## src/icache_consts.svh

```systemverilog
// ======================================
// instruction cache geometry and address split
// include in every cache source file that needs a size
// ======================================

`ifndef ICACHE_CONSTS_SVH
`define ICACHE_CONSTS_SVH

// associativity and set count
`define ICACHE_WAY_NUM 2
`define ICACHE_SET_NUM 16
`define ICACHE_IDX_WIDTH 4

// line layout, 4 words of 32 bits
`define ICACHE_LINE_WORDS 4
`define ICACHE_OFS_WIDTH 4

// fetch address split into tag, index and offset
`define ICACHE_ADDR_WIDTH 32
`define ICACHE_TAG_WIDTH (`ICACHE_ADDR_WIDTH - `ICACHE_IDX_WIDTH - `ICACHE_OFS_WIDTH)

`endif
```

## src/icache_pkg.sv

```systemverilog
// ======================================
// shared types of the instruction cache
// request, response, bus and array structs
// ======================================

`default_nettype none

`include "icache_consts.svh"

package icache_pkg;

  typedef logic [`ICACHE_TAG_WIDTH-1:0] tag_t;
  typedef logic [`ICACHE_IDX_WIDTH-1:0] idx_t;
  typedef logic [`ICACHE_LINE_WORDS-1:0][31:0] line_t;

  // fetch side
  typedef struct packed {
    logic                          valid;
    logic [`ICACHE_ADDR_WIDTH-1:0] vaddr;
  } fetch_req_t;

  typedef struct packed {
    logic                          valid;
    logic [`ICACHE_ADDR_WIDTH-1:0] vaddr;
    logic [31:0]                   instr;
  } fetch_rsp_t;

  // index invalidate, way given as a number
  typedef struct packed {
    logic                                valid;
    idx_t                                idx;
    logic [$clog2(`ICACHE_WAY_NUM)-1:0] way;
  } inval_req_t;

  // array side
  typedef struct packed {
    logic  hit;
    line_t line;
  } way_rd_t;

  typedef struct packed {
    logic [`ICACHE_WAY_NUM-1:0] way_en;
    idx_t                       idx;
    tag_t                       tag;
    line_t                      line;
  } way_wr_t;

  // ======================================
  // AXI read address and read data
  // ======================================
  typedef struct packed {
    logic                          valid;
    logic [`ICACHE_ADDR_WIDTH-1:0] addr;
    logic [7:0]                    len;
  } axi_ar_t;

  typedef struct packed {
    logic        valid;
    logic [31:0] data;
    logic        last;
  } axi_r_t;

  typedef enum logic [1:0] {
    IDLE,
    MISS,
    REFILL
  } refill_state_e;

endpackage : icache_pkg

`default_nettype wire

```

## src/icache_way_select.sv

```systemverilog
// ======================================
// merges the way lookups into one fetch response
// also holds the per-set PLRU bit used as refill victim
// ======================================

`timescale 1ns/1ps
`default_nettype none

`include "icache_consts.svh"

module icache_way_select
  import icache_pkg::*;
(
  input  logic                                clk,
  input  logic                                rst_n,
  input  way_rd_t [`ICACHE_WAY_NUM-1:0]       way_rd_i,
  input  logic [`ICACHE_ADDR_WIDTH-1:0]       s1_vaddr_i,
  input  logic                                s1_fetch_i,
  output fetch_rsp_t                          fetch_rsp_o,
  output logic                                miss_o,
  output logic [$clog2(`ICACHE_WAY_NUM)-1:0] victim_o
);

  logic [`ICACHE_WAY_NUM-1:0]          hit_vec;
  logic [$clog2(`ICACHE_WAY_NUM)-1:0] hit_way;
  logic                                any_hit;
  line_t                               hit_line;
  idx_t                                s1_idx;
  logic [`ICACHE_SET_NUM-1:0]          plru_q;

  // lowest hitting way wins
  always_comb begin
    hit_way = '0;
    for (int i = `ICACHE_WAY_NUM - 1; i >= 0; i--) begin
      hit_vec[i] = way_rd_i[i].hit;
      if (way_rd_i[i].hit) begin
        hit_way = i[$clog2(`ICACHE_WAY_NUM)-1:0];
      end
    end
  end

  assign any_hit  = |hit_vec;
  assign hit_line = way_rd_i[hit_way].line;
  assign s1_idx   = s1_vaddr_i[`ICACHE_OFS_WIDTH +: `ICACHE_IDX_WIDTH];

  // ======================================
  // response
  // ======================================
  assign fetch_rsp_o.valid = s1_fetch_i & any_hit;
  assign fetch_rsp_o.vaddr = s1_vaddr_i;
  assign fetch_rsp_o.instr = hit_line[s1_vaddr_i[`ICACHE_OFS_WIDTH-1:2]];

  assign miss_o = s1_fetch_i & ~any_hit;

  // PLRU, points away from the last hit
  always_ff @(posedge clk or negedge rst_n) begin
    if (!rst_n) begin
      plru_q <= '0;
    end else if (s1_fetch_i && any_hit) begin
      plru_q[s1_idx] <= ~hit_way;
    end
  end

  assign victim_o = plru_q[s1_idx];

endmodule : icache_way_select

`default_nettype wire

```

## config.mk

```make
export PLATFORM = sky130hd
export DESIGN_NAME = icache_way_select
export DESIGN_NICKNAME = d
export VERILOG_FILES = /design/src/icache_pkg.sv /design/src/icache_way_select.sv
export VERILOG_INCLUDE_DIRS = /design/src
export SDC_FILE = /design/constraint.sdc
export NUM_CORES = 1
export LEC_CHECK = 0
export ABC_AREA = 1
export BUFFER_PORTS_ARGS = -buffer_cell sky130_fd_sc_hd__buf_2
export CORE_AREA = 2 2 141 143
export DETAILED_ROUTE_END_ITERATION = 10
export DIE_AREA = 0 0 143 145
export SYNTH_ARGS = -nofsm -noshare
export SYNTH_HDL_FRONTEND = slang
export SYNTH_SLANG_ARGS = --single-unit
```

## constraint.sdc

```tcl
create_clock -name clk -period 1.9 [get_ports clk]
set_input_delay 0.475 -clock clk [delete_from_list [all_inputs] [get_ports clk]]
set_output_delay 0.475 -clock clk [all_outputs]
set_load 0.05 [all_outputs]
```

==> parameters.txt <==
Parameter                              Value

Floorplanning
  Die outline area ... 0.02074 mm^2
  I/O Pins ... 360
  Core area ... 0.01921 mm^2
  Height of the chip ... 145 um
  Starting density of the core ... 0.2195
  Die width ... 143 um
  Standard-cell row count ... 51

Clock tree
  Clock-pin slew on the worst setup and hold paths ... 0.05 ns
  Cts hold-fix bufs ... 0
  Total clock buffers created by CTS ... 3
  Number of levels the H-tree was split into ... 1
  Clock tree from TritonCTS ... done
  Maximum buffer depth of the clock tree ... 2
  # clock sinks ... 16
  Clock insertion delay at the later pin of the skew report ... 0.25 ns
  Cell at the root of the clock tree ... clkbuf_16

Timing
  Setup violation total in the final timing report ... 32
  Crit share post-route ... 1.133
  Minimum clock period ... 2.152 ns
  Number of endpoints with negative hold slack in the final report ... 0
  Highest achievable clock rate ... 0.4646 GHz
  Count of pins over their slew limit ... 0
  Setup repair after global routing missed its margin ... true
  Worst slack on hold paths ... 0.1345 ns
  Transition time at the pin with the least slew margin ... 0.3651 ns
  Final Worst Setup Slack ... -0.2523 ns
  Post-Route Skew ... 0 ns
  Worst max-slew margin expressed relative to the limit ... 0.7566

Power and ir drop
  Part of the power in combinational logic ... 0.655
  Clock network fraction of total power ... 0.169
  NetSw ... 1185 uW
  Power share of the sequential group ... 0.176
  Power density normalized to cell area ... 413.4 mW/mm^2
  Switch share ... 0.4456
  Internal power summed over all cells ... 1474 uW
  Leakage power ... 0.004003 uW
  VDD IR max ... 0.2792 mV
  Final Total Pwr ... 2660 uW

Global routing
  Number of antenna violations at the first check in global routing ... 0
  Total gr overflow ... 0
  Overall track demand over capacity in global routing ... 0.1534
  Wire length of the first global-routing pass ... 25570 um
  Largest net degree at the start of global routing ... 59
  Number of global-route vias before repair ... 5077

Critical path
  Worst-path cell with the longest stage delay ... or2_1
  Cell-by-cell listing of the critical path ... buf_8, inv_6, nand2_8, buf_12, buf_4, or2_1, nand2_1, nand2_1, nand2_1, nand2_2, buf_4
  Type of element launching the critical path ... input port
  Data required time of the worst path ... 1.42 ns
  Largest incremental delay on the critical path ... 0.20 ns
  CP dominant cell by count ... nand2_1
  Kind of critical path ... input port to output port
  CP Data Arrival Time ... 1.68 ns
  Critical path peak fanout ... 42
  CP Capture Type ... output port

Synthesis
  Fraction of the yosys area taken by sequential cells ... 0.09498
  Number of distinct library cell variants in the gate-level netlist after synthesis ... 19
  Yosys warns ... 0
  FF+latch count, synth ... 16
  Syn Area/Cell ... 4.896 um^2
  Number of instances in the synthesized netlist ... 861
  Combined area of all synthesized cells ... 0.004215 mm^2
  Post-synthesis net count ... 1154

Placement
  Place WS ... -0.3420 ns
  PortBufs ... 307
  GPL Wtd Cong ... 0.9294
  Sum of net half-perimeters after detailed placement ... 14100 um

Detailed routing
  DRT Wirelength ... 17250 um
  Number of iterations in the first detailed-routing pass ... 4
  Violation count after the first detailed-routing iteration ... 217
  Antenna-violating nets left ... 0
  Total vias in the final route ... 5803
  Routed wire length per instance ... 12.38 um
  Via density per instance ... 4.166
  DRC viols ... 0

Finish
  Number of flip-flops under the largest register name ... 16
  Area overhead of the layout relative to synthesis ... 52.63%
  Leading registers by flop count ... plru_q (16)
  Fraction of layout cells with a size suffix above 1 ... 0.3794
  Filler cells ... 2167
  Register name with the most flops ... plru_q
  Nets ... 1422
  Post-route core utilization ... 0.3350
  Diode count ... 0

Status
  Violated checks ... setup timing
  Status ... complete, but fails checks

Run
  Max cap viols ... 0

Hold path
  Path type of the worst min-delay path ... input port to asynchronous set/reset pin
-- cell usage in the layout (no fill, tap or decap), types with 7 or more instances in the layout --
master and n:
or2_1 32, nand2_2 40, a21oi_1 64, o21ai_0 17, buf_6 17, buf_2 271
o211ai_1 32, dfrtp_1 16, buf_12 12, or2_2 30, nor2_1 7, inv_1 108
buf_4 35, buf_8 9, nand2_1 424
-- synth_stat cells (all sizes together) --
cell    instances  area (um^2)
buf            68        500.5
nor2            7        26.28
clkinv          1        3.750
or2            64        400.4
nor3b           1        7.510
clkbuf         15        61.31
o21ai          17        85.08
a21oi          64        320.3
o211ai         32        240.2
dfrtp          16        400.4
nand2         465         1753
inv           111        416.7
-- layout make-up --
cell class | instances | area (um^2) | share of cell area
sequential | 16 | 400.4 | 0.06223
clock buffer | 4 | 88.84 | 0.01381
inverter | 112 | 425.4 | 0.06612
tap | 265 | 331.6 | 0.05154
timing repair buffer | 346 | 2236 | 0.3475
multi-input combinational | 650 | 2952 | 0.4588
-- worst paths after layout --
| path | startpoint | endpoint | slack (ns) | depth (start not counted) |
|---|---|---|---|---|
| min reg2reg | plru_q[3] | plru_q[3] | 0.48 | 2 |
| max reg2reg | plru_q[1] | plru_q[1] | 1.26 | 2 |
| max in group asynchronous | rst_n | plru_q[3] | 1.50 | 1 |
| min | rst_n | plru_q[1] | 0.13 | 1 |
| max | way_rd_i[128] | fetch_rsp_o[26] | -0.25 | 11 |
| min in group clk | plru_q[3] | plru_q[3] | 0.48 | 2 |
-- timing repair --
item                       CTS  global route
gates cloned                 1             2
setup endpoints to repair   33            33
setup buffers                4             0
resized for setup           57            26
pin swaps                    4            16
-- metal layers --
layer	vias up	global-route usage	part of all wire
met5	-	0	0
met4	0	0.02178	0.011
met3	17	0.02673	0.069
met2	234	0.2711	0.48
met1	2470	0.1975	0.44
li1	3082	-	-
-- stage by stage --
step	cell area [um^2]	cells	setup TNS, ns
finish	6434	1393	-6.512
CTS	6306	1392	-6.793
global placement	6016	1383	-9.464
floorplan	4300	861	0
global route	6434	1393	-8.889
detailed placement	6016	1383	-9.786
-- power by group through the flow --
stage | sequential (uW) | clock [uW] | combinational [uW]
after global routing | 478 | 479 | 1920
after CTS | 468 | 461 | 1720
after floorplan | 460 | 0 | 1190
after detailed placement | 473 | 0 | 1610
after global placement | 472 | 0 | 1610
final | 468 | 450 | 1740
-- logic make-up (layout without fill, tap and decap cells) --
kind of cell	Yosys count	count (layout)	share of synthesized area
compound gates	113	113	0.1532
buf+inv	195	462	0.2330
simple gates	537	537	0.5188
flops	16	16	0.09498
-- worst max-delay path: cells and delay by family --
| kind | cells | cell delay [ns] |
|---|---|---|
| buf+inv | 5 | 0.66 |
| simple gates | 6 | 0.51 |
No activity file was read; power rests on OpenSTA's default activity.
