## src/icache_consts.svh

```systemverilog
// ======================================
// instruction cache geometry and address split
// include in every cache source file that needs a size
// ======================================

`ifndef ICACHE_CONSTS_SVH
`define ICACHE_CONSTS_SVH

// associativity and set count
`define ICACHE_WAY_NUM 2
`define ICACHE_SET_NUM 16
`define ICACHE_IDX_WIDTH 4

// line layout, 4 words of 32 bits
`define ICACHE_LINE_WORDS 4
`define ICACHE_OFS_WIDTH 4

// fetch address split into tag, index and offset
`define ICACHE_ADDR_WIDTH 32
`define ICACHE_TAG_WIDTH (`ICACHE_ADDR_WIDTH - `ICACHE_IDX_WIDTH - `ICACHE_OFS_WIDTH)

`endif
```

## src/icache_pkg.sv

```systemverilog
// ======================================
// shared types of the instruction cache
// request, response, bus and array structs
// ======================================

`default_nettype none

`include "icache_consts.svh"

package icache_pkg;

  typedef logic [`ICACHE_TAG_WIDTH-1:0] tag_t;
  typedef logic [`ICACHE_IDX_WIDTH-1:0] idx_t;
  typedef logic [`ICACHE_LINE_WORDS-1:0][31:0] line_t;

  // fetch side
  typedef struct packed {
    logic                          valid;
    logic [`ICACHE_ADDR_WIDTH-1:0] vaddr;
  } fetch_req_t;

  typedef struct packed {
    logic                          valid;
    logic [`ICACHE_ADDR_WIDTH-1:0] vaddr;
    logic [31:0]                   instr;
  } fetch_rsp_t;

  // index invalidate, way given as a number
  typedef struct packed {
    logic                                valid;
    idx_t                                idx;
    logic [$clog2(`ICACHE_WAY_NUM)-1:0] way;
  } inval_req_t;

  // array side
  typedef struct packed {
    logic  hit;
    line_t line;
  } way_rd_t;

  typedef struct packed {
    logic [`ICACHE_WAY_NUM-1:0] way_en;
    idx_t                       idx;
    tag_t                       tag;
    line_t                      line;
  } way_wr_t;

  // ======================================
  // AXI read address and read data
  // ======================================
  typedef struct packed {
    logic                          valid;
    logic [`ICACHE_ADDR_WIDTH-1:0] addr;
    logic [7:0]                    len;
  } axi_ar_t;

  typedef struct packed {
    logic        valid;
    logic [31:0] data;
    logic        last;
  } axi_r_t;

  typedef enum logic [1:0] {
    IDLE,
    MISS,
    REFILL
  } refill_state_e;

endpackage : icache_pkg

`default_nettype wire

```

## src/icache_way.sv

```systemverilog
// ======================================
// one cache way: tag, valid and data arrays
// one-cycle synchronous read, tag compare on the output
// ======================================

`timescale 1ns/1ps
`default_nettype none

`include "icache_consts.svh"

module icache_way
  import icache_pkg::*;
(
  input  logic    clk,
  input  logic    rst_n,
  input  idx_t    rd_idx_i,
  input  tag_t    s1_tag_i,
  input  way_wr_t fill_i,
  input  logic    fill_en_i,
  input  logic    clr_en_i,
  input  idx_t    clr_idx_i,
  output way_rd_t rd_o
);

  tag_t                       tag_mem  [`ICACHE_SET_NUM];
  line_t                      data_mem [`ICACHE_SET_NUM];
  logic [`ICACHE_SET_NUM-1:0] valid_q;

  tag_t  tag_rd_q;
  line_t line_rd_q;
  logic  valid_rd_q;

  // line fill
  always_ff @(posedge clk) begin
    if (fill_en_i) begin
      tag_mem[fill_i.idx]  <= fill_i.tag;
      data_mem[fill_i.idx] <= fill_i.line;
    end
  end

  always_ff @(posedge clk or negedge rst_n) begin
    if (!rst_n) begin
      valid_q <= '0;
    end else begin
      if (clr_en_i) begin
        valid_q[clr_idx_i] <= 1'b0;
      end
      if (fill_en_i) begin
        valid_q[fill_i.idx] <= 1'b1;
      end
    end
  end

  // registered read
  always_ff @(posedge clk) begin
    tag_rd_q  <= tag_mem[rd_idx_i];
    line_rd_q <= data_mem[rd_idx_i];
  end

  // a clear to the set being read wins over the old valid bit
  always_ff @(posedge clk or negedge rst_n) begin
    if (!rst_n) begin
      valid_rd_q <= 1'b0;
    end else begin
      valid_rd_q <= valid_q[rd_idx_i] & ~(clr_en_i & (clr_idx_i == rd_idx_i));
    end
  end

  assign rd_o.hit  = valid_rd_q & (tag_rd_q == s1_tag_i);
  assign rd_o.line = line_rd_q;

endmodule : icache_way

`default_nettype wire

```

## config.mk

```make
export PLATFORM = sky130hd
export DESIGN_NAME = icache_way
export DESIGN_NICKNAME = d
export VERILOG_FILES = /design/src/icache_pkg.sv /design/src/icache_way.sv
export VERILOG_INCLUDE_DIRS = /design/src
export SDC_FILE = /design/constraint.sdc
export NUM_CORES = 2
export LEC_CHECK = 0
export BUFFER_PORTS_ARGS = -buffer_cell sky130_fd_sc_hd__buf_2
export CAP_MARGIN = 0
export CORE_MARGIN = 1.5
export CORE_UTILIZATION = 30
export CTS_CLUSTER_DIAMETER = 200
export DETAILED_ROUTE_END_ITERATION = 6
export SLEW_MARGIN = 10
export SYNTH_ARGS = -nofsm -noshare
export SYNTH_HDL_FRONTEND = slang
export SYNTH_SLANG_ARGS = --single-unit
```

## constraint.sdc

```tcl
create_clock -name clk -period 1.5 [get_ports clk]
set_clock_uncertainty 0.05 [all_clocks]
set_input_delay 0.225 -clock clk [delete_from_list [all_inputs] [get_ports clk]]
set_output_delay 0.225 -clock clk [all_outputs]
set_load 0.05 [all_outputs]
```

==> summary.txt <==
Status
  • Status: finished with violations
  • Failing checks: negative setup slack

Drt
  • # DRC: 0
  • DR WL/cell: between 20 and 30 um
  • Via density: between 4 and 5
  • Total number of vias: around 45000
  • DRT iter0 DRCs: ~4300
  • Initial DRT Pass Iterations: 5
  • DRT Wirelength: approximately 240000 um
  • Antenna Violating Nets Remaining: 0

Placement
  • Final GP Congestion: between 0.7 and 0.8
  • Post-DP HPWL: around 150000 um
  • IO Port Bufs: 320
  • Placed inst area: ~110000 um^2
  • Post-Place Cells: around 8600

Critical path
  • Element type at the critical path end: primary output
  • Worst-path fanout max: 1
  • Startpoint types: register
  • Crit path cell chain: xor2_1 -> nor4_2 -> nand3_4 -> nor4_4 -> buf_4 -> buf_12
  • Critical path arrival: around 2.5 ns
  • Crit path max-delay family: simple AND/OR/NAND/NOR gates
  • Crit Path Class: reg2out
  • CP max-delay cell: dfxtp_1
  • Slowest cell delay on critical path: between 0.4 and 0.5 ns
  • Worst path required time: about 1.2 ns
  • CP bufs+invs: 2

Clock tree
  • Clock Pin Slew Worst Setup and Hold Paths: 0.06 ns
  • CTS max path bufs: 4
  • CTS H-tree lvls: 5
  • TritonCTS Sinks: 2601
  • CTS Buf Count: approximately 290
  • Clk_lat worst skew: between 0.8 and 0.9 ns
  • Root buffer cell: clkbuf_16
  • CTS tree: yes

STA
  • Hold_ws: between 0.1 and 0.15 ns
  • Fmax: between 0.3 and 0.4 GHz
  • Setup WS post-layout: -1.246 ns
  • Final Critical Period: between 2 and 3 ns
  • Measured slew at the worst slew-check pin: 0.7723 ns
  • Final Hold Vio Count: 0
  • RSZ-0062 raised after global routing: yes
  • Final Max Slew Viols: 0
  • Setup violators final: 180
  • Max_slew headroom: 0.4834
  • Crit share post-route: 1.831
  • TNS Setup: -20.83 ns

GRT
  • Vias in the first global route: 47460
  • Pin count of the biggest net entering global routing: 45
  • Total GRT Usage: 0.1471
  • Remaining Overflow, GRT: 0
  • Antenna violations before repair: 40
  • First-pass GRT wire length: around 350000 um

Synth
  • Largest cells by area after synthesis: edfxtp_1 (76%), mux4_2 (17%), dfxtp_1 (3.2%)
  • Synthesized Nets: about 4000
  • FFs w/ async S/R, synth: 0.006536
  • Most used DFF post-synth: edfxtp_1
  • Seq/Total Area, Yosys: 0.7980
  • Number of flops mapped to enable cells by yosys: around 2400
  • Yosys warning count: 0
  • Cell count after synthesis: between 3000 and 4000
  • Top-area cell type share of the netlist area: 0.7618
  • Area leader, netlist: edfxtp_1
  • Flops & latches, synth: roughly 2600
  • Post-Syn Area: between 90000 and 100000 um^2
  • Synthesized area per cell: around 25 um^2
  • Most frequent cells after synthesis: edfxtp_1 (2432), mux4_2 (710), dfxtp_1 (152)
  • Count leader, synth: edfxtp_1
  • Synth cell types: 28

Floorplan
  • Die Width: about 570 um
  • Initial core utilization: 0.3014
  • Ports: around 320
  • Row count: roughly 210
  • Die area: 322900 um^2
  • Die Ht: around 570 um
  • CORE AREA: 318100 um^2

Worst hold path
  • HP Class: in2reg

Pwr
  • Leak pwr: roughly 0.04 uW
  • Total Power: around 160000 uW
  • Cell Pwr Density: 1340 nW/um^2
  • Highest ir drop seen on vdd: 0.001153 V

Final layout
  • NumNets Final: just over 5000
  • Layout Cells excl Fill: 9410
  • Post-route cell area: 122600 um^2
  • Proportion of layout cells with a drive suffix above 1: 0.4265
  • Layout fillers: ~28000
  • Layout area overhead: 27.93%

Job
  • MaxCap Viol Count: 0
-- flip-flops by register name, summed over array words and instances (netlist names) --
register / cells
data_mem: 2048
rd_o: 128
tag_mem: 384
tag_rd_q: 24
valid_q: 16
valid_rd_q: 1
-- layer usage --
metal,share of wire,vias up,global-route usage
li1,-,18880,-
met2,0.50,1379,0.2447
met4,0.026,30,0.04388
met5,0.00078,-,0
met3,0.058,355,0.02701
met1,0.42,24560,0.1962
-- worst paths after layout --
kind	slack, ns	startpoint	cells past startpoint	endpoint
worst max-delay path	-1.25	tag_rd_q[5]$_DFF_P_	6	rd_o[128]
worst min-delay path	0.12	rd_idx_i[1]	5	rd_o[56]$_DFF_P_
worst max register to register	-0.08	data_mem[15][17]$_DFFE_PP_	2	rd_o[17]$_DFF_P_
worst min register to register	0.47	valid_q[3]$_DFF_PN0_	2	valid_q[3]$_DFF_PN0_
max in group asynchronous	0.34	rst_n	3	valid_q[12]$_DFF_PN0_
min in group asynchronous	0.54	rst_n	3	valid_q[4]$_DFF_PN0_
-- area by class of cell --
cell class	instances	area (um^2)	area share
Clock inverter	148	1815	0.01480
Timing Repair Buffer	1054	12220	0.09968
Tap cell	4180	5230	0.04265
Multi-Input combinational cell	1031	18770	0.1530
Sequential cell	2601	76800	0.6262
Clock buffer	383	7766	0.06333
Antenna cell	13	32.53	0.0002653
-- through the flow --
stage | utilization | setup slack, ns
4_1_cts | 0.3821 | -1.434
2_1_floorplan | - | -3.410
5_1_grt | 0.3855 | -1.387
6_report | 0.3856 | -1.246
3_5_place_dp | 0.3410 | -0.7490
3_3_place_gp | 0.3410 | -0.7562
-- cells in the final DEF, fill, tap and decap left out, types with 15 or more instances in the layout --
master and n:
dlygate4sd3_1 170, dfrtp_1 17, dfxtp_1 18, a211oi_2 33, clkinv_2 37, buf_12 225, nor2b_1 47, dfxtp_2 81
buf_16 15, buf_8 121, buf_4 306, clkbuf_16 306, a21oi_1 39, o21ai_0 28, clkinv_16 15, a211oi_1 17
edfxtp_1 2432, buf_2 187, mux4_2 710, clkinv_1 44, clkbuf_8 16, dfxtp_4 53, mux2i_1 56, bufinv_16 22
clkbuf_1 77
-- power by group --
part	leakage [uW]	internal [uW]	switching (uW)
Combinational	0.0117	5390	6110
Clock	0.00462	40900	29500
Sequential	0.0235	81400	959
-- worst reg2reg max path, stage by stage, from the launching register on --
cell,delay [ns]
edfxtp_1,0.36
mux4_2,0.49
mux4_2,0.53
-- timing repair --
item | CTS | global route
pin swaps | 15 | 24
resized for setup | 610 | 72
endpoints found under the hold margin | 2575 | 0
endpoints found under the setup margin | 200 | 660
buffers inserted | 0 | 36
cloned | 0 | 18
hold buffers | 172 | 0
-- kinds of logic after synthesis --
logic type | Yosys count | share of synthesized area
compound gates | 137 | 0.008575
mux | 767 | 0.1728
xor+xnor | 28 | 0.002558
simple gates | 99 | 0.006069
flops | 2601 | 0.7980
buf+inv | 189 | 0.01201
No activity file was read; power rests on OpenSTA's default activity.
