## config.mk

```make
export PLATFORM = sky130hd
export DESIGN_NAME = icache_refill
export DESIGN_NICKNAME = d
export VERILOG_FILES = /design/src/icache_pkg.sv /design/src/icache_refill.sv
export VERILOG_INCLUDE_DIRS = /design/src
export SDC_FILE = /design/constraint.sdc
export NUM_CORES = 1
export LEC_CHECK = 0
export ABC_AREA = 1
export BUFFER_PORTS_ARGS = -buffer_cell sky130_fd_sc_hd__buf_2
export CORE_MARGIN = 2
export CORE_UTILIZATION = 44
export DETAILED_ROUTE_END_ITERATION = 8
export PLACE_DENSITY = 0.83
export SETUP_SLACK_MARGIN = 0.4
export SLEW_MARGIN = 10
export SYNTH_ARGS = -nofsm -noshare
export SYNTH_HDL_FRONTEND = slang
export SYNTH_SLANG_ARGS = --single-unit
```

## constraint.sdc

```tcl
create_clock -name clk -period 3.7 [get_ports clk]
set_input_delay 0.74 -clock clk [delete_from_list [all_inputs] [get_ports clk]]
set_output_delay 0.74 -clock clk [all_outputs]
set_load 0.005 [all_outputs]
```

## src/icache_consts.svh

```systemverilog
// ======================================
// instruction cache geometry and address split
// include in every cache source file that needs a size
// ======================================

`ifndef ICACHE_CONSTS_SVH
`define ICACHE_CONSTS_SVH

// associativity and set count
`define ICACHE_WAY_NUM 2
`define ICACHE_SET_NUM 16
`define ICACHE_IDX_WIDTH 4

// line layout, 4 words of 32 bits
`define ICACHE_LINE_WORDS 4
`define ICACHE_OFS_WIDTH 4

// fetch address split into tag, index and offset
`define ICACHE_ADDR_WIDTH 32
`define ICACHE_TAG_WIDTH (`ICACHE_ADDR_WIDTH - `ICACHE_IDX_WIDTH - `ICACHE_OFS_WIDTH)

`endif
```

## src/icache_pkg.sv

```systemverilog
// ======================================
// shared types of the instruction cache
// request, response, bus and array structs
// ======================================

`default_nettype none

`include "icache_consts.svh"

package icache_pkg;

  typedef logic [`ICACHE_TAG_WIDTH-1:0] tag_t;
  typedef logic [`ICACHE_IDX_WIDTH-1:0] idx_t;
  typedef logic [`ICACHE_LINE_WORDS-1:0][31:0] line_t;

  // fetch side
  typedef struct packed {
    logic                          valid;
    logic [`ICACHE_ADDR_WIDTH-1:0] vaddr;
  } fetch_req_t;

  typedef struct packed {
    logic                          valid;
    logic [`ICACHE_ADDR_WIDTH-1:0] vaddr;
    logic [31:0]                   instr;
  } fetch_rsp_t;

  // index invalidate, way given as a number
  typedef struct packed {
    logic                                valid;
    idx_t                                idx;
    logic [$clog2(`ICACHE_WAY_NUM)-1:0] way;
  } inval_req_t;

  // array side
  typedef struct packed {
    logic  hit;
    line_t line;
  } way_rd_t;

  typedef struct packed {
    logic [`ICACHE_WAY_NUM-1:0] way_en;
    idx_t                       idx;
    tag_t                       tag;
    line_t                      line;
  } way_wr_t;

  // ======================================
  // AXI read address and read data
  // ======================================
  typedef struct packed {
    logic                          valid;
    logic [`ICACHE_ADDR_WIDTH-1:0] addr;
    logic [7:0]                    len;
  } axi_ar_t;

  typedef struct packed {
    logic        valid;
    logic [31:0] data;
    logic        last;
  } axi_r_t;

  typedef enum logic [1:0] {
    IDLE,
    MISS,
    REFILL
  } refill_state_e;

endpackage : icache_pkg

`default_nettype wire

```

## src/icache_refill.sv

```systemverilog
// ======================================
// refill FSM for a missing line
// one AR burst, collects R beats, fills the victim way
// ======================================

`timescale 1ns/1ps
`default_nettype none

`include "icache_consts.svh"

module icache_refill
  import icache_pkg::*;
(
  input  logic                                clk,
  input  logic                                rst_n,
  input  logic                                miss_i,
  input  logic                                s1_fetch_i,
  input  logic [`ICACHE_ADDR_WIDTH-1:0]       s1_vaddr_i,
  input  logic [$clog2(`ICACHE_WAY_NUM)-1:0] victim_i,
  output axi_ar_t                             axi_ar_o,
  input  logic                                ar_ready_i,
  input  axi_r_t                              axi_r_i,
  output way_wr_t                             fill_o,
  output logic                                busy_o
);

  refill_state_e state_q;
  refill_state_e state_d;

  logic [$clog2(`ICACHE_LINE_WORDS)-1:0] beat_q;
  line_t                                 beat_buf_q;
  line_t                                 fill_line;
  logic                                  last_beat;
  // ways re-read the filled set in the cycle after the fill
  logic                                  reread_q;

  assign last_beat = (state_q == REFILL) & axi_r_i.valid & axi_r_i.last;

  // ======================================
  // state machine
  // ======================================
  always_comb begin
    state_d = state_q;
    case (state_q)
      IDLE: begin
        if (miss_i && s1_fetch_i && !reread_q) begin
          state_d = MISS;
        end
      end
      MISS: begin
        if (ar_ready_i) begin
          state_d = REFILL;
        end
      end
      REFILL: begin
        if (last_beat) begin
          state_d = IDLE;
        end
      end
      default: state_d = IDLE;
    endcase
  end

  always_ff @(posedge clk or negedge rst_n) begin
    if (!rst_n) begin
      state_q  <= IDLE;
      beat_q   <= '0;
      reread_q <= 1'b0;
    end else begin
      state_q  <= state_d;
      reread_q <= last_beat;
      if (last_beat) begin
        beat_q <= '0;
      end else if (state_q == REFILL && axi_r_i.valid) begin
        beat_q <= beat_q + 1'b1;
      end
    end
  end

  // beat collection, r_ready is implied in REFILL
  always_ff @(posedge clk) begin
    if (state_q == REFILL && axi_r_i.valid) begin
      beat_buf_q[beat_q] <= axi_r_i.data;
    end
  end

  assign axi_ar_o.valid = (state_q == MISS);
  assign axi_ar_o.addr  = {s1_vaddr_i[`ICACHE_ADDR_WIDTH-1:`ICACHE_OFS_WIDTH],
                           {`ICACHE_OFS_WIDTH{1'b0}}};
  assign axi_ar_o.len   = 8'(`ICACHE_LINE_WORDS - 1);

  // last beat goes straight into the line
  always_comb begin
    fill_line         = beat_buf_q;
    fill_line[beat_q] = axi_r_i.data;

    fill_o.way_en = '0;
    if (last_beat && s1_fetch_i) begin
      fill_o.way_en[victim_i] = 1'b1;
    end
    fill_o.idx  = s1_vaddr_i[`ICACHE_OFS_WIDTH +: `ICACHE_IDX_WIDTH];
    fill_o.tag  = s1_vaddr_i[`ICACHE_ADDR_WIDTH-1 -: `ICACHE_TAG_WIDTH];
    fill_o.line = fill_line;
  end

  assign busy_o = (state_q != IDLE) | reread_q;

endmodule : icache_refill

`default_nettype wire

```

==> results.txt <==
----------------------------------------------------
[Route]
  Wire per inst ... 20.4 µm
  Total wire length ... 14.4 mm
  Metal3 WL ... ~1.2 mm
  Post-DRT Antenna Nets ... 0
  Via-to-Cell Ratio ... ~5
  Met1 layer wirelength in the final routing ... about 6 mm
  Total DRC errors in the routed layout ... 0
  Number of search-and-repair iterations in the first detailed-routing pass ... 4
  Topmost layer with routed signal wires ... met4
  Total length of routed met2 wires ... 7.12 mm
  Via count ... 3546
  Iteration-0 DRC Markers ... 200

[Cells and area]
  Post-layout utilization of the core ... approximately 52%
  Area growth from synthesis to layout ... 14.5%
  Final antenna diode count ... 0
  Share of layout cells above drive strength 1 ... between 60 and 70%
  # fillers ... roughly 1200
  Total Nets Final ... approximately 580
  Leading cell type in the layout, fill and taps excluded ... sky130_fd_sc_hd__buf_2
  Commonest non-fill, non-tap cells in the layout ... 171 x sky130_fd_sc_hd__buf_2, 128 x sky130_fd_sc_hd__edfxtp_1, 120 x sky130_fd_sc_hd__mux2_4

[Worst setup path]
  Critical Path RT ... 2960 ps
  Cell count of the worst reg-to-reg path ... 4
  Startpoint types ... register
  Type of the worst setup path ... register to output port
  Critical path capture point type ... output port
  Critical path peak fanout ... 18
  Arrival time worst endpoint ... 2370 ps

[Timing]
  Tightest slew margin relative to the limit ... 53.7%
  Period utilization ... roughly 84%
  Max-slew violation count ... 0
  Number of endpoints with negative hold slack in the final report ... 0
  Peak clock frequency supported by timing ... ~0.32 GHz
  Setup_tns ... 0 ps
  Max Clock Skew ... between 7 and 8 ps
  Unrepaired setup endpoints after global routing ... false
  Worst slew pin tran ... slightly below 700 ps
  Time the final worst path needs with I/O delays and setup ... 3110 ps
  Number of endpoints failing setup at the final stage ... 0

[Die]
  Total die area ... ~0.017 mm²
  Initial cell density of the core ... 45.0%
  Placeable core region ... roughly 0.015 mm²
  Number of ports placed on the die boundary ... 272
  Floorplan die width ... ~130 µm
  DIE HEIGHT ... roughly 130 µm
  Row Count ... between 40 and 50

[Synthesis]
  Simple-gate portion of the synthesized area ... under 10%
  Proportion of synthesized chip area in sequential cells ... between 50 and 60%
  Synthesized area per cell ... approximately 18 µm²
  Cell area after synthesis ... just under 0.007 mm²
  Syn. warnings ... 0
  Count of mapped cells out of synthesis ... 383
  Parity-gate share of the synthesized area counting xor and xnor cells ... 0%
  Number of distinct library cells after synthesis ... 17
  Number of synthesized register bits ... 133
  Mux contribution to synthesized area ... approximately 28%
  Largest family of logic cells by synthesized area ... multiplexers
  Post-synthesis compound-gate area fraction ... less than 1%
  Adder and majority gate portion of the synthesized area ... less than 1%

[Global route]
  Wire length of the first global-routing pass ... approximately 21 mm
  Initial antenna violation count ... 0
  Total global-route track usage ... between 10% and 20%
  Number of global-route vias before repair ... 3550
  Pin count of the biggest net entering global routing ... slightly above 80
  GRT overflow ... 0

[Clock tree]
  Clk root buf ... sky130_fd_sc_hd__clkbuf_16
  Post-CTS Setup Repair Bufs ... 0
  Total number of H-tree levels ... 4
  Count of hold buffers inserted by post-cts repair ... 0
  # resized after CTS ... 0
  Post-CTS clock slew at the launch and capture registers of the worst setup and hold paths ... roughly 50 ps
  Number of CTS-inserted buffers ... 17
  Longest Clk Path Bufs ... 2
  TritonCTS clock tree ... built
  Source-to-sink clock delay at the later pin of the worst-skew pair ... roughly 410 ps
  Clock sink count ... around 130

[Flow run]
  Total of max-cap violations ... 0

[Power]
  Clock power frac ... 25.2%
  Power density of the placed cells ... slightly below 800 mW/mm²
  Switching part of the total power ... ~30%
  Part of the power in registers ... 35.8%
  Leakage power ... roughly 3.3 nW
  Logic pwr share ... 39.0%
  Worst voltage drop across the vdd grid ... just over 0.4 mV
  Net Switching ... about 0.0018 W
  Internal portion of total power ... between 0.004 and 0.005 W

[Placed design]
  Buffers on Ports ... 171
  Post-detail-place hpwl ... between 9 and 10 mm
  Routability congestion estimate from global placement ... ~0.77

[Min path]
  Hold crit path type ... input pin to asynchronous set/reset pin

[Run status]
  Result of the run ... complete, no violations

----------------------------------------------------
==> Yosys cell counts <==
cell type                    n  area, µm²
sky130_fd_sc_hd__o21ai_0     1       5.00
sky130_fd_sc_hd__nand4_1     1       6.26
sky130_fd_sc_hd__conb_1      2       7.51
sky130_fd_sc_hd__inv_1      12       45.0
sky130_fd_sc_hd__buf_6       4       45.0
sky130_fd_sc_hd__mux2_4    120       1800
sky130_fd_sc_hd__nand2_1     8       30.0
sky130_fd_sc_hd__buf_12     12        240
sky130_fd_sc_hd__ha_1        4       50.1
sky130_fd_sc_hd__edfxtp_1  128       3840
sky130_fd_sc_hd__buf_4      68        510
sky130_fd_sc_hd__o22ai_1     1       6.26
sky130_fd_sc_hd__nor2_1      4       15.0
sky130_fd_sc_hd__nor3_1      2       10.0
sky130_fd_sc_hd__mux2_2      8       90.1
sky130_fd_sc_hd__dfrtp_1     5        125
sky130_fd_sc_hd__nand3_1     3       15.0
==> metal layers <==
layer / vias to the layer above / global-route usage, %
li1: 1572 / -
met1: 1771 / 20.0
met2: 188 / 29.2
met3: 15 / 6.74
met4: 0 / 5.43
met5: - / 0
==> through the flow <==
step	instances	setup slack (ps)	power (W)	instance area (µm²)	hold slack (ps)
floorplan	393	472	0.00402	6890	444
global placement	674	1040	0.00455	7300	504
detailed placement	674	986	0.00463	7300	537
CTS	706	522	0.00622	7840	116
global route	706	479	0.00644	7840	125
finish	706	594	0.00614	7840	134
==> layout make-up <==
type,instances,area (µm²),area share [%]
Sequential cell,133,3970,50.6
Clock buffer,19,433,5.52
Tap cell,188,235,3.00
Multi-Input combinational cell,164,2080,26.6
Clock inverter,13,109,1.39
Inverter,12,48.8,0.622
Timing Repair Buffer,177,963,12.3
==> critical path: stages (launching register included) <==
cell,delay (ps)
sky130_fd_sc_hd__dfrtp_1,410
sky130_fd_sc_hd__inv_1,120
sky130_fd_sc_hd__ha_2,610
sky130_fd_sc_hd__buf_12,280
sky130_fd_sc_hd__mux2_2,380
sky130_fd_sc_hd__buf_2,130
==> worst paths after layout <==
kind,startpoint,end,slack [ps]
max,beat_q[0]$_DFFE_PN0P_,fill_o[1],590
max reg2reg,beat_q[0]$_DFFE_PN0P_,beat_buf_q[1]$_DFFE_PP_,1620
min reg2reg,reread_q$_DFF_PN0_,state_q[0]$_DFFE_PN0P_,540
max in group asynchronous,rst_n,state_q[1]$_DFFE_PN0P_,3430
min in group clk,ar_ready_i,state_q[0]$_DFFE_PN0P_,540
min,rst_n,reread_q$_DFF_PN0_,130
==> logic make-up after synthesis <==
kind of cell,Yosys count
flip-flops,133
multiplexers,128
buffers and inverters,96
AO/OA/AOI/OAI,2
adder cells (fa/ha/maj),4
AND/OR/NAND/NOR,18
other,2
==> sequential cells by signal, summed over array words and instances (netlist names) <==
register	count
beat_buf_q	128
beat_q	2
reread_q	1
state_q	2
==> power by group through the flow <==
stage | combinational (W) | clock [W] | sequential, W
after CTS | 0.00242 | 0.00159 | 0.00220
after global placement | 0.00235 | 0 | 0.00221
final | 0.00239 | 0.00155 | 0.00220
after detailed placement | 0.00240 | 0 | 0.00223
after global routing | 0.00256 | 0.00165 | 0.00222
after floorplan | 0.00181 | 0 | 0.00221
Power figures use the tool's default switching activity.
