===== config.mk =====
export PLATFORM = sky130hd
export DESIGN_NAME = icache_lookup
export DESIGN_NICKNAME = d
export VERILOG_FILES = /design/src/icache_pkg.sv /design/src/icache_lookup.sv
export VERILOG_INCLUDE_DIRS = /design/src
export SDC_FILE = /design/constraint.sdc
export NUM_CORES = 1
export LEC_CHECK = 0
export BUFFER_PORTS_ARGS = -buffer_cell sky130_fd_sc_hd__buf_2
export CAP_MARGIN = 20
export CORE_ASPECT_RATIO = 1.5
export CORE_MARGIN = 2
export CORE_UTILIZATION = 44
export DETAILED_ROUTE_END_ITERATION = 8
export PLACE_DENSITY = 0.85
export SLEW_MARGIN = 30
export SYNTH_ARGS = -nofsm -noshare
export SYNTH_HDL_FRONTEND = slang
export SYNTH_SLANG_ARGS = --single-unit

===== constraint.sdc =====
create_clock -name clk -period 5.9 [get_ports clk]
set_clock_uncertainty 0.2 [all_clocks]
set_input_delay 0.295 -clock clk [delete_from_list [all_inputs] [get_ports clk]]
set_output_delay 0.295 -clock clk [all_outputs]
set_load 0.02 [all_outputs]

===== src/icache_consts.svh =====
// ======================================
// instruction cache geometry and address split
// include in every cache source file that needs a size
// ======================================

`ifndef ICACHE_CONSTS_SVH
`define ICACHE_CONSTS_SVH

// associativity and set count
`define ICACHE_WAY_NUM 2
`define ICACHE_SET_NUM 16
`define ICACHE_IDX_WIDTH 4

// line layout, 4 words of 32 bits
`define ICACHE_LINE_WORDS 4
`define ICACHE_OFS_WIDTH 4

// fetch address split into tag, index and offset
`define ICACHE_ADDR_WIDTH 32
`define ICACHE_TAG_WIDTH (`ICACHE_ADDR_WIDTH - `ICACHE_IDX_WIDTH - `ICACHE_OFS_WIDTH)

`endif

===== src/icache_pkg.sv =====
// ======================================
// shared types of the instruction cache
// request, response, bus and array structs
// ======================================

`default_nettype none

`include "icache_consts.svh"

package icache_pkg;

  typedef logic [`ICACHE_TAG_WIDTH-1:0] tag_t;
  typedef logic [`ICACHE_IDX_WIDTH-1:0] idx_t;
  typedef logic [`ICACHE_LINE_WORDS-1:0][31:0] line_t;

  // fetch side
  typedef struct packed {
    logic                          valid;
    logic [`ICACHE_ADDR_WIDTH-1:0] vaddr;
  } fetch_req_t;

  typedef struct packed {
    logic                          valid;
    logic [`ICACHE_ADDR_WIDTH-1:0] vaddr;
    logic [31:0]                   instr;
  } fetch_rsp_t;

  // index invalidate, way given as a number
  typedef struct packed {
    logic                                valid;
    idx_t                                idx;
    logic [$clog2(`ICACHE_WAY_NUM)-1:0] way;
  } inval_req_t;

  // array side
  typedef struct packed {
    logic  hit;
    line_t line;
  } way_rd_t;

  typedef struct packed {
    logic [`ICACHE_WAY_NUM-1:0] way_en;
    idx_t                       idx;
    tag_t                       tag;
    line_t                      line;
  } way_wr_t;

  // ======================================
  // AXI read address and read data
  // ======================================
  typedef struct packed {
    logic                          valid;
    logic [`ICACHE_ADDR_WIDTH-1:0] addr;
    logic [7:0]                    len;
  } axi_ar_t;

  typedef struct packed {
    logic        valid;
    logic [31:0] data;
    logic        last;
  } axi_r_t;

  typedef enum logic [1:0] {
    IDLE,
    MISS,
    REFILL
  } refill_state_e;

endpackage : icache_pkg

`default_nettype wire


===== src/icache_lookup.sv =====
// ======================================
// stage 0 acceptance and stage 1 holding registers
// invalidates win over fetches; picks the array read index
// ======================================

`timescale 1ns/1ps
`default_nettype none

`include "icache_consts.svh"

module icache_lookup
  import icache_pkg::*;
(
  input  logic                          clk,
  input  logic                          rst_n,
  input  fetch_req_t                    fetch_req_i,
  output logic                          fetch_ready_o,
  input  inval_req_t                    inval_req_i,
  output logic                          inval_ready_o,
  input  logic                          rsp_ready_i,
  input  logic                          miss_i,
  input  logic                          busy_i,
  output idx_t                          rd_idx_o,
  output tag_t                          s1_tag_o,
  output logic [`ICACHE_ADDR_WIDTH-1:0] s1_vaddr_o,
  output logic                          s1_fetch_o,
  output logic [`ICACHE_WAY_NUM-1:0]    clr_way_o,
  output idx_t                          clr_idx_o
);

  logic                                s1_fetch_q;
  logic                                s1_inval_q;
  logic [`ICACHE_ADDR_WIDTH-1:0]       s1_vaddr_q;
  logic [$clog2(`ICACHE_WAY_NUM)-1:0] s1_way_q;

  logic s1_empty;
  logic s1_hit_done;
  logic s1_advance;
  idx_t req_idx;
  idx_t s1_idx;

  // ======================================
  // stage 1 advance
  // ======================================
  assign s1_empty    = ~s1_fetch_q & ~s1_inval_q;
  assign s1_hit_done = s1_fetch_q & ~miss_i & rsp_ready_i;
  assign s1_advance  = ~busy_i & (s1_empty | s1_hit_done | s1_inval_q);

  assign inval_ready_o = s1_advance;
  assign fetch_ready_o = s1_advance & ~inval_req_i.valid;

  // read index follows the new request only when stage 1 moves
  assign req_idx  = inval_req_i.valid ? inval_req_i.idx
                                      : fetch_req_i.vaddr[`ICACHE_OFS_WIDTH +: `ICACHE_IDX_WIDTH];
  assign s1_idx   = s1_vaddr_q[`ICACHE_OFS_WIDTH +: `ICACHE_IDX_WIDTH];
  assign rd_idx_o = s1_advance ? req_idx : s1_idx;

  always_ff @(posedge clk or negedge rst_n) begin
    if (!rst_n) begin
      s1_fetch_q <= 1'b0;
      s1_inval_q <= 1'b0;
    end else if (s1_advance) begin
      s1_inval_q <= inval_req_i.valid;
      s1_fetch_q <= fetch_req_i.valid & ~inval_req_i.valid;
    end
  end

  // stage 1 address, an invalidate keeps only its index
  always_ff @(posedge clk) begin
    if (s1_advance) begin
      if (inval_req_i.valid) begin
        s1_vaddr_q <= {{`ICACHE_TAG_WIDTH{1'b0}}, inval_req_i.idx, {`ICACHE_OFS_WIDTH{1'b0}}};
      end else begin
        s1_vaddr_q <= fetch_req_i.vaddr;
      end
      s1_way_q <= inval_req_i.way;
    end
  end

  assign s1_tag_o   = s1_vaddr_q[`ICACHE_ADDR_WIDTH-1 -: `ICACHE_TAG_WIDTH];
  assign s1_vaddr_o = s1_vaddr_q;
  assign s1_fetch_o = s1_fetch_q;

  // valid clear for the held invalidate
  always_comb begin
    clr_way_o = '0;
    if (s1_inval_q) begin
      clr_way_o[s1_way_q] = 1'b1;
    end
  end

  assign clr_idx_o = s1_idx;

endmodule : icache_lookup

`default_nettype wire


==> impl_results.html, run 1 <==
<table>
<tr><th>Metric</th><th>Value</th></tr>
<tr><th colspan="2">Clock network</th></tr>
<tr><td>Clock tree from TritonCTS</td><td>built</td></tr>
<tr><td>Insertion delay to the later sink of the worst-skew pair</td><td>280 ps</td></tr>
<tr><td>Longest Clk Path Bufs</td><td>2</td></tr>
<tr><td>Root Buffer</td><td>sky130_fd_sc_hd__clkbuf_8</td></tr>
<tr><td>Post-CTS setup repair buffer count</td><td>0</td></tr>
<tr><td>Maximum level of the CTS H-tree</td><td>2</td></tr>
<tr><td>Total clock sinks</td><td>35</td></tr>
<tr><td>Total CTS buffers</td><td>5</td></tr>
<tr><td>Clock-pin slew of the registers on the worst-case setup and hold paths</td><td>around 70 ps</td></tr>
<tr><th colspan="2">Final layout</th></tr>
<tr><td>Sequential cell area</td><td>1041 µm²</td></tr>
<tr><td>Antenna diode count</td><td>0</td></tr>
<tr><td>Fin nets</td><td>246</td></tr>
<tr><td>Area occupied by multi-input gates</td><td>360.3 µm²</td></tr>
<tr><td>Number of inserted filler cells in the final layout</td><td>roughly 310</td></tr>
<tr><td>Layout Area Growth over Synthesis</td><td>30.10%</td></tr>
<tr><td>Share of cells above drive strength 1</td><td>approximately 65%</td></tr>
<tr><th colspan="2">Timing</th></tr>
<tr><td>Crit share post-route</td><td>between 40% and 50%</td></tr>
<tr><td>Fin. max-slew vios</td><td>0</td></tr>
<tr><td>Maximum achievable frequency</td><td>371.1 MHz</td></tr>
<tr><td>Slew margin rel.</td><td>57.39%</td></tr>
<tr><td>Total negative slack for setup checks</td><td>0 ps</td></tr>
<tr><td>Endpoints failing hold</td><td>0</td></tr>
<tr><td>Actual slew at the worst max-slew pin</td><td>639.2 ps</td></tr>
<tr><td>Final critical delay including setup and external delays</td><td>2695 ps</td></tr>
<tr><td>Number of setup violations in the final report</td><td>0</td></tr>
<tr><td>RSZ-0062 raised after global routing</td><td>no</td></tr>
<tr><th colspan="2">Global routing</th></tr>
<tr><td>Pin count of the biggest net entering global routing</td><td>36</td></tr>
<tr><td>Total congestion overflow after global routing</td><td>0</td></tr>
<tr><td>Wire length of the first global-routing pass</td><td>between 4 and 5 mm</td></tr>
<tr><td>Global-route total usage across every layer</td><td>between 10% and 20%</td></tr>
<tr><td>Number of antenna violations at the first check in global routing</td><td>0</td></tr>
<tr><td>Number of global-route vias before repair</td><td>1011</td></tr>
<tr><th colspan="2">Power and ir drop</th></tr>
<tr><td>Power density relative to cell area</td><td>281.2 nW/µm²</td></tr>
<tr><td>Maximum vdd ir drop</td><td>roughly 0.21 mV</td></tr>
<tr><td>Final Total Pwr</td><td>0.0005993 W</td></tr>
<tr><td>Cell leakage power</td><td>between 1 and 1.5 nW</td></tr>
<tr><th colspan="2">Yosys</th></tr>
<tr><td>Count of mapped cells out of synthesis</td><td>approximately 110</td></tr>
<tr><td>Async set-or-reset flop fraction in the synthesized netlist</td><td>~5.7%</td></tr>
<tr><td>Top area cells in the synthesized netlist</td><td>sky130_fd_sc_hd__edfxtp_1 61%, sky130_fd_sc_hd__buf_4 13%, sky130_fd_sc_hd__nor2b_1 11%</td></tr>
<tr><td>Post-synth net total</td><td>approximately 160</td></tr>
<tr><td>Mean instance size in the synthesized netlist</td><td>between 10 and 15 µm²</td></tr>
<tr><td>Yosys reg bits</td><td>35</td></tr>
<tr><td>Largest area contributor in the netlist</td><td>sky130_fd_sc_hd__edfxtp_1</td></tr>
<tr><td>Post-synthesis sequential area ratio</td><td>between 60% and 70%</td></tr>
<tr><td>Library cells used by synthesis</td><td>13</td></tr>
<tr><td>Area fraction of the dominant cell type after synthesis</td><td>60.50%</td></tr>
<tr><td>Most frequent cell after synthesis</td><td>sky130_fd_sc_hd__edfxtp_1</td></tr>
<tr><td>Prevailing post-synth register cell</td><td>sky130_fd_sc_hd__edfxtp_1</td></tr>
<tr><td>Post-synthesis cell area</td><td>1638 µm²</td></tr>
<tr><td>Ranking of synthesized cells by instance count</td><td>33 x sky130_fd_sc_hd__edfxtp_1, 30 x sky130_fd_sc_hd__nor2b_1, 28 x sky130_fd_sc_hd__buf_4, 6 x sky130_fd_sc_hd__mux2_2, 4 x sky130_fd_sc_hd__mux2_4</td></tr>
<tr><td>Yosys warns</td><td>0</td></tr>
<tr><td>Count of flip-flops with a built-in enable after synthesis</td><td>33</td></tr>
<tr><th colspan="2">Placed design</th></tr>
<tr><td>Global placer's final weighted congestion</td><td>0.6842</td></tr>
<tr><td>Count of buffers from port buffering</td><td>112</td></tr>
<tr><td>Half-perimeter wire length after placement</td><td>approximately 2.4 mm</td></tr>
<tr><th colspan="2">Die</th></tr>
<tr><td>Initial core utilization</td><td>45.31%</td></tr>
<tr><td>Rows</td><td>27</td></tr>
<tr><td>Die area</td><td>between 4000 and 5000 µm²</td></tr>
<tr><td># IOs</td><td>113</td></tr>
<tr><td>Die width</td><td>53.82 µm</td></tr>
<tr><td>Area of the placeable core</td><td>3615 µm²</td></tr>
<tr><td>Vertical extent of the die</td><td>78.73 µm</td></tr>
<tr><th colspan="2">Drt</th></tr>
<tr><td>Number of nets with antenna violations after routing</td><td>0</td></tr>
<tr><td>Count of vias placed by the detailed router</td><td>~1.1k</td></tr>
<tr><td>Number of design rule violations left after detail routing</td><td>0</td></tr>
<tr><td>Number of iterations in the first detailed-routing pass</td><td>4</td></tr>
<tr><td>Wirelength per Cell</td><td>around 13 µm</td></tr>
<tr><td>Wire length reported by the detailed router</td><td>approximately 3.1 mm</td></tr>
<tr><td>Starting DRC count in detailed routing</td><td>20</td></tr>
<tr><td>Post-DR vias/cell</td><td>4.415</td></tr>
<tr><th colspan="2">Worst setup path</th></tr>
<tr><td>Data arrival, critical path</td><td>between 2000 and 2500 ps</td></tr>
<tr><td>Critical path type</td><td>flip-flop to output port</td></tr>
<tr><td>Launch point of the worst reg-to-reg path</td><td>s1_inval_q</td></tr>
<tr><td>Launching element of the worst setup path</td><td>s1_inval_q</td></tr>
<tr><td>Nature of the critical path startpoint</td><td>flip-flop</td></tr>
<tr><td>Crit-path max FO</td><td>23</td></tr>
<tr><td>Data required time of the critical path</td><td>5410 ps</td></tr>
<tr><td>Category of the worst setup path capture point</td><td>output port</td></tr>
<tr><th colspan="2">Min path</th></tr>
<tr><td>Worst min-delay path startpoint</td><td>fetch_req_i[16]</td></tr>
<tr><td>Class of the tightest hold or removal check</td><td>input pin to flip-flop</td></tr>
<tr><th colspan="2">Run status</th></tr>
<tr><td>Run status</td><td>finished clean</td></tr>
<tr><th colspan="2">Run</th></tr>
<tr><td>MaxCap Viol Count</td><td>0</td></tr>
</table>
through the flow:
stage	util (%)	worst slack, ps	hold slack [ps]	std cells	area, µm²
final	58.95	3205	102.1	246	2131
after global routing	58.95	3098	99.88	246	2131
after CTS	58.95	3179	94.59	246	2131
after detailed placement	56.07	3384	-116.1	236	2027
after global placement	56.07	3437	-116.4	236	2027
after floorplan	-	3579	-200.6	112	1638
layout by cell type, fill, tap and decap left out:
cell type                       synthesis  final
sky130_fd_sc_hd__clkbuf_8               0      5
sky130_fd_sc_hd__nand2b_4               1      1
sky130_fd_sc_hd__and2_1                 1      1
sky130_fd_sc_hd__a31oi_4                1      1
sky130_fd_sc_hd__mux2_2                 6      6
sky130_fd_sc_hd__edfxtp_1              33     33
sky130_fd_sc_hd__clkinv_1               0      2
sky130_fd_sc_hd__nor2_1                 1      1
sky130_fd_sc_hd__buf_4                 28      1
sky130_fd_sc_hd__dfrtp_1                2      2
sky130_fd_sc_hd__dlygate4sd3_1          0      2
sky130_fd_sc_hd__buf_2                  0    112
sky130_fd_sc_hd__clkinvlp_4             0      1
sky130_fd_sc_hd__mux2_4                 4      4
sky130_fd_sc_hd__inv_1                  1      1
sky130_fd_sc_hd__nor2b_1               30     30
power breakdown:
part / internal [W] / switching (W)
Sequential: 0.000296 / 0.00000946
Combinational: 0.0000507 / 0.0000824
Clock: 0.0000800 / 0.0000809
final timing paths:
path | endpoint | slack (ps) | cells after the start
worst max-delay path | rd_idx_o[0] | 3210 | 5
worst min-delay path | s1_vaddr_o[16] | 100 | 2
worst max register to register | s1_fetch_o | 3800 | 4
worst min register to register | s1_inval_q | 350 | 1
max in group asynchronous | s1_fetch_o | 5280 | 2
min in group asynchronous | s1_inval_q | 120 | 2
cells by family after synthesis:
kind of cell           count (synthesis)  synth area share [%]
muxes                                 10                 7.792
AOI/OAI and AO/OA                      1                 1.299
DFF                                   35                 63.56
buffers and inverters                 33                 14.44
and+or+nand+nor                       33                 12.91
per-layer routing:
metal	vias up	part of all wire, %	GRT usage, %
met4	0	2.1	9.231
li1	527	-	-
met1	488	35	15.76
met2	66	53	24.27
met3	5	10	5.639
met5	-	0	0
layout make-up:
class,count,area share (%)
well taps,43,2.525
flip-flops and latches,35,48.86
multi-input cells,44,16.91
repair buffers,115,27.60
clock buffers,5,3.230
clock inverters,3,0.7046
inverters,1,0.1762
timing repair:
item                                   in CTS  in global routing
endpoints found under the hold margin       3                  0
resized for setup                           0                  0
hold buffers                                2                  0
registers in the layout, indices dropped and copies added (netlist names):
| register | flops |
|---|---|
| s1_vaddr_o | 32 |
| s1_way_q | 1 |
| s1_inval_q | 1 |
| s1_fetch_o | 1 |
worst max-delay path, stage by stage (launching register included):
cell and delay (ps):
sky130_fd_sc_hd__dfrtp_1 360, sky130_fd_sc_hd__inv_1 80, sky130_fd_sc_hd__a31oi_4 550, sky130_fd_sc_hd__buf_4 400
sky130_fd_sc_hd__mux2_2 360, sky130_fd_sc_hd__buf_2 160
No activity file was read; power rests on OpenSTA's default activity.
==> run 2: changes to the inputs <==
- CORE_UTILIZATION: 44 -> 41
- PLACE_DENSITY: 0.85 -> 0.8
- clock period: 5.9 -> 2.6 ns (I/O delays scaled with it)
==> run 2 against run 1 <==
Against the previous run: sequential share of layout area down 7.3 points; clock-buffer cell count increased by 1; register-to-register slack got worse by 2900 ps; clock power is 120% higher; sequential cell count stayed put; largest power group unchanged; highest routed layer unchanged.
==> impl_results.html, run 2 (synthesized netlist as in run 1, its figures left out) <==
<table>
<tr><th>Metric</th><th>Value</th></tr>
<tr><th colspan="2">Run status</th></tr>
<tr><td>Run status</td><td>finished clean</td></tr>
<tr><th colspan="2">Clock network</th></tr>
<tr><td>Post-CTS Resized</td><td>0 (unchanged)</td></tr>
<tr><td>Clock tree from TritonCTS</td><td>built</td></tr>
<tr><td>Longest Clk Path Bufs</td><td>2 (unchanged)</td></tr>
<tr><td>Insertion delay to the later sink of the worst-skew pair</td><td>270 ps (about the same)</td></tr>
<tr><td>Root Buffer</td><td>sky130_fd_sc_hd__clkbuf_8</td></tr>
<tr><td>Total CTS buffers</td><td>5 (unchanged)</td></tr>
<tr><td>Post-CTS setup repair buffer count</td><td>0 (unchanged)</td></tr>
<tr><td>Total clock sinks</td><td>35 (unchanged)</td></tr>
<tr><td>Clock-pin slew of the registers on the worst-case setup and hold paths</td><td>60 ps (about the same)</td></tr>
<tr><td>Maximum level of the CTS H-tree</td><td>2 (unchanged)</td></tr>
<tr><td>Quantity of hold-fixing buffers added after cts</td><td>39 (+37)</td></tr>
<tr><th colspan="2">Timing</th></tr>
<tr><td>Number of setup violations in the final report</td><td>0 (unchanged)</td></tr>
<tr><td>Endpoints failing hold</td><td>0 (unchanged)</td></tr>
<tr><td>Maximum achievable frequency</td><td>459.2 MHz</td></tr>
<tr><td>Fin. max-slew vios</td><td>0 (unchanged)</td></tr>
<tr><td>RSZ-0062 raised after global routing</td><td>no</td></tr>
<tr><td>Slew margin rel.</td><td>56.65% (-0.74 points)</td></tr>
<tr><td>Crit share post-route</td><td>between 80% and 90%</td></tr>
<tr><td>Final critical delay including setup and external delays</td><td>2178 ps</td></tr>
<tr><td>Actual slew at the worst max-slew pin</td><td>650.2 ps (+11.03 ps)</td></tr>
<tr><td>Total negative slack for setup checks</td><td>0 ps (unchanged)</td></tr>
<tr><td>Fin Hold WS</td><td>28.38 ps (-73.74 ps)</td></tr>
<tr><th colspan="2">Worst setup path</th></tr>
<tr><td>Critical path type</td><td>flip-flop to output port</td></tr>
<tr><td>Nature of the critical path startpoint</td><td>flip-flop</td></tr>
<tr><td>Slack of the worst reg-to-reg path</td><td>860 ps (-2940 ps)</td></tr>
<tr><td>Category of the worst setup path capture point</td><td>output port</td></tr>
<tr><td>Crit-path max FO</td><td>17 (-26%)</td></tr>
<tr><td>Data arrival, critical path</td><td>1850 ps (-350 ps)</td></tr>
<tr><td>Worst flop-to-flop path endpoint</td><td>s1_vaddr_o[22]</td></tr>
<tr><td>Worst Reg-to-Reg Cells</td><td>3 (-1)</td></tr>
<tr><td>Launch point of the worst reg-to-reg path</td><td>s1_inval_q</td></tr>
<tr><td>Data required time of the critical path</td><td>2270 ps (-3140 ps)</td></tr>
<tr><th colspan="2">Final layout</th></tr>
<tr><td>Core utilization of the finished layout</td><td>64.48% (+5.5 points)</td></tr>
<tr><td>Final std cells w/o fill</td><td>286 (+16%)</td></tr>
<tr><td>Max FFs per register</td><td>32 (unchanged)</td></tr>
<tr><td>Share of cells above drive strength 1</td><td>54.36% (-10 points)</td></tr>
<tr><td>Leading cell type in the layout, fill and taps excluded</td><td>sky130_fd_sc_hd__buf_2</td></tr>
<tr><td>Most frequent cells in the layout</td><td>112 x sky130_fd_sc_hd__buf_2, 39 x sky130_fd_sc_hd__dlygate4sd3_1, 33 x sky130_fd_sc_hd__edfxtp_1</td></tr>
<tr><td>Fin nets</td><td>284 (+15%)</td></tr>
<tr><td>Layout Area Growth over Synthesis</td><td>53.09%</td></tr>
<tr><td>Antenna diode count</td><td>0 (unchanged)</td></tr>
<tr><th colspan="2">Die</th></tr>
<tr><td>Die area</td><td>4527 µm² (+6.9%)</td></tr>
<tr><td>Initial core utilization</td><td>42.12% (-3.2 points)</td></tr>
<tr><td>Die width</td><td>55.61 µm (+3.3%)</td></tr>
<tr><td>Rows</td><td>28 (+3.7%)</td></tr>
<tr><td>Vertical extent of the die</td><td>81.41 µm (+3.4%)</td></tr>
<tr><td># IOs</td><td>113 (unchanged)</td></tr>
<tr><td>Area of the placeable core</td><td>3889 µm² (+7.6%)</td></tr>
<tr><th colspan="2">Run</th></tr>
<tr><td>MaxCap Viol Count</td><td>0 (unchanged)</td></tr>
<tr><th colspan="2">Global routing</th></tr>
<tr><td>Global-route total usage across every layer</td><td>17.05% (+2.1 points)</td></tr>
<tr><td>Number of antenna violations at the first check in global routing</td><td>0 (unchanged)</td></tr>
<tr><td>Met2 capacity usage during global routing</td><td>34.52% (+10 points)</td></tr>
<tr><td>Met3 demand-to-capacity share in global routing</td><td>4.567% (-1.1 points)</td></tr>
<tr><td>Wire length of the first global-routing pass</td><td>5.816 mm (+31%)</td></tr>
<tr><td>Most used routing layer in global routing</td><td>met2</td></tr>
<tr><td>Total congestion overflow after global routing</td><td>0 (unchanged)</td></tr>
<tr><td>Pin count of the biggest net entering global routing</td><td>36 (unchanged)</td></tr>
<tr><td>Number of global-route vias before repair</td><td>1296 (+28%)</td></tr>
<tr><td>Met1 usage in global routing</td><td>16.10% (+0.34 points)</td></tr>
<tr><th colspan="2">Power and ir drop</th></tr>
<tr><td>Maximum vdd ir drop</td><td>0.4535 mV (+120%)</td></tr>
<tr><td>Reg power frac</td><td>49.1% (-1.8 points)</td></tr>
<tr><td>Power density relative to cell area</td><td>562.2 nW/µm² (+100%)</td></tr>
<tr><td>Cell leakage power</td><td>1.171 nW (+16%)</td></tr>
<tr><td>Clock share of power</td><td>25.7% (-1.1 points)</td></tr>
<tr><td>Cell internal pwr</td><td>0.001009 W (+140%)</td></tr>
<tr><td>Switching power summed over all nets</td><td>0.0004010 W (+130%)</td></tr>
<tr><td>Combinational power share</td><td>25.2% (+3.0 points)</td></tr>
<tr><td>Fraction of power spent switching nets</td><td>28.45% (-0.37 points)</td></tr>
<tr><th colspan="2">Placed design</th></tr>
<tr><td>Global placer's final weighted congestion</td><td>0.8083 (+18%)</td></tr>
<tr><td>Placed Cells incl. Taps</td><td>239 (+1.3%)</td></tr>
<tr><td>Half-perimeter wire length after placement</td><td>2.483 mm (+1.5%)</td></tr>
<tr><td>Count of buffers from port buffering</td><td>112 (unchanged)</td></tr>
<tr><th colspan="2">Min path</th></tr>
<tr><td>Worst min-delay path startpoint</td><td>fetch_req_i[32]</td></tr>
<tr><td>Min-Delay Endpoint</td><td>s1_fetch_o</td></tr>
<tr><td>Hold-critical path depth</td><td>3 (+1)</td></tr>
<tr><td>Class of the tightest hold or removal check</td><td>input pin to flip-flop</td></tr>
<tr><th colspan="2">Drt</th></tr>
<tr><td>Number of iterations in the first detailed-routing pass</td><td>4 (unchanged)</td></tr>
<tr><td>Post-DR vias/cell</td><td>4.500 (+1.9%)</td></tr>
<tr><td>Count of vias placed by the detailed router</td><td>1287 (+19%)</td></tr>
<tr><td>Number of design rule violations left after detail routing</td><td>0 (unchanged)</td></tr>
<tr><td>Starting DRC count in detailed routing</td><td>21 (+5.0%)</td></tr>
<tr><td>Wirelength per Cell</td><td>13.67 µm (+6.8%)</td></tr>
<tr><td>Number of nets with antenna violations after routing</td><td>0 (unchanged)</td></tr>
<tr><td>Wire length reported by the detailed router</td><td>3.910 mm (+24%)</td></tr>
</table>
run 2: layout make-up:
| type | count | area [µm²] |
|---|---|---|
| fillers | 297 | 1381 |
| flip-flops and latches | 35 | 1041 |
| repair buffers | 153 | 965.9 |
| multi-input cells | 44 | 360.3 |
| clock buffers | 6 | 72.57 |
| well taps | 45 | 56.30 |
| clock inverters | 2 | 7.507 |
| inverters | 1 | 3.754 |
run 2: through the flow:
stage          worst slack, ps  total power [W]  instance area, µm²
2_1_floorplan            444.4        0.0009304                1638
3_3_place_gp             797.1         0.001002                2037
3_5_place_dp             720.1         0.001009                2037
4_1_cts                  406.2         0.001417                2507
5_1_grt                  292.3         0.001465                2507
6_report                 422.4         0.001410                2507
run 2: routing by layer:
metal	wire, µm	vias to the layer above
met3	333	11
met4	93	0
met1	1315	585
met5	0	-
li1	-	606
met2	2168	85
run 2: critical path: stages, from the launching register on:
cell and delay, ps:
sky130_fd_sc_hd__dfrtp_1 360, sky130_fd_sc_hd__inv_1 80, sky130_fd_sc_hd__a31oi_4 480, sky130_fd_sc_hd__buf_4 310, sky130_fd_sc_hd__nor2b_1 150, sky130_fd_sc_hd__buf_2 180
run 2: worst max-delay path by stage:
stage               start            end  slack (ps)
2_1_floorplan  s1_fetch_o    rd_idx_o[0]         440
3_3_place_gp   s1_inval_q  fetch_ready_o         800
3_5_place_dp   s1_inval_q  fetch_ready_o         720
4_1_cts        s1_inval_q  fetch_ready_o         410
5_1_grt        s1_inval_q  fetch_ready_o         290
6_report       s1_inval_q  fetch_ready_o         420
run 2: power groups by stage:
| stage | sequential (W) | combinational (W) | clock, W |
|---|---|---|---|
| 2_1_floorplan | 0.000757 | 0.000173 | 0 |
| 3_3_place_gp | 0.000702 | 0.000300 | 0 |
| 3_5_place_dp | 0.000703 | 0.000306 | 0 |
| 4_1_cts | 0.000692 | 0.000353 | 0.000371 |
| 5_1_grt | 0.000698 | 0.000374 | 0.000393 |
| 6_report | 0.000692 | 0.000356 | 0.000362 |
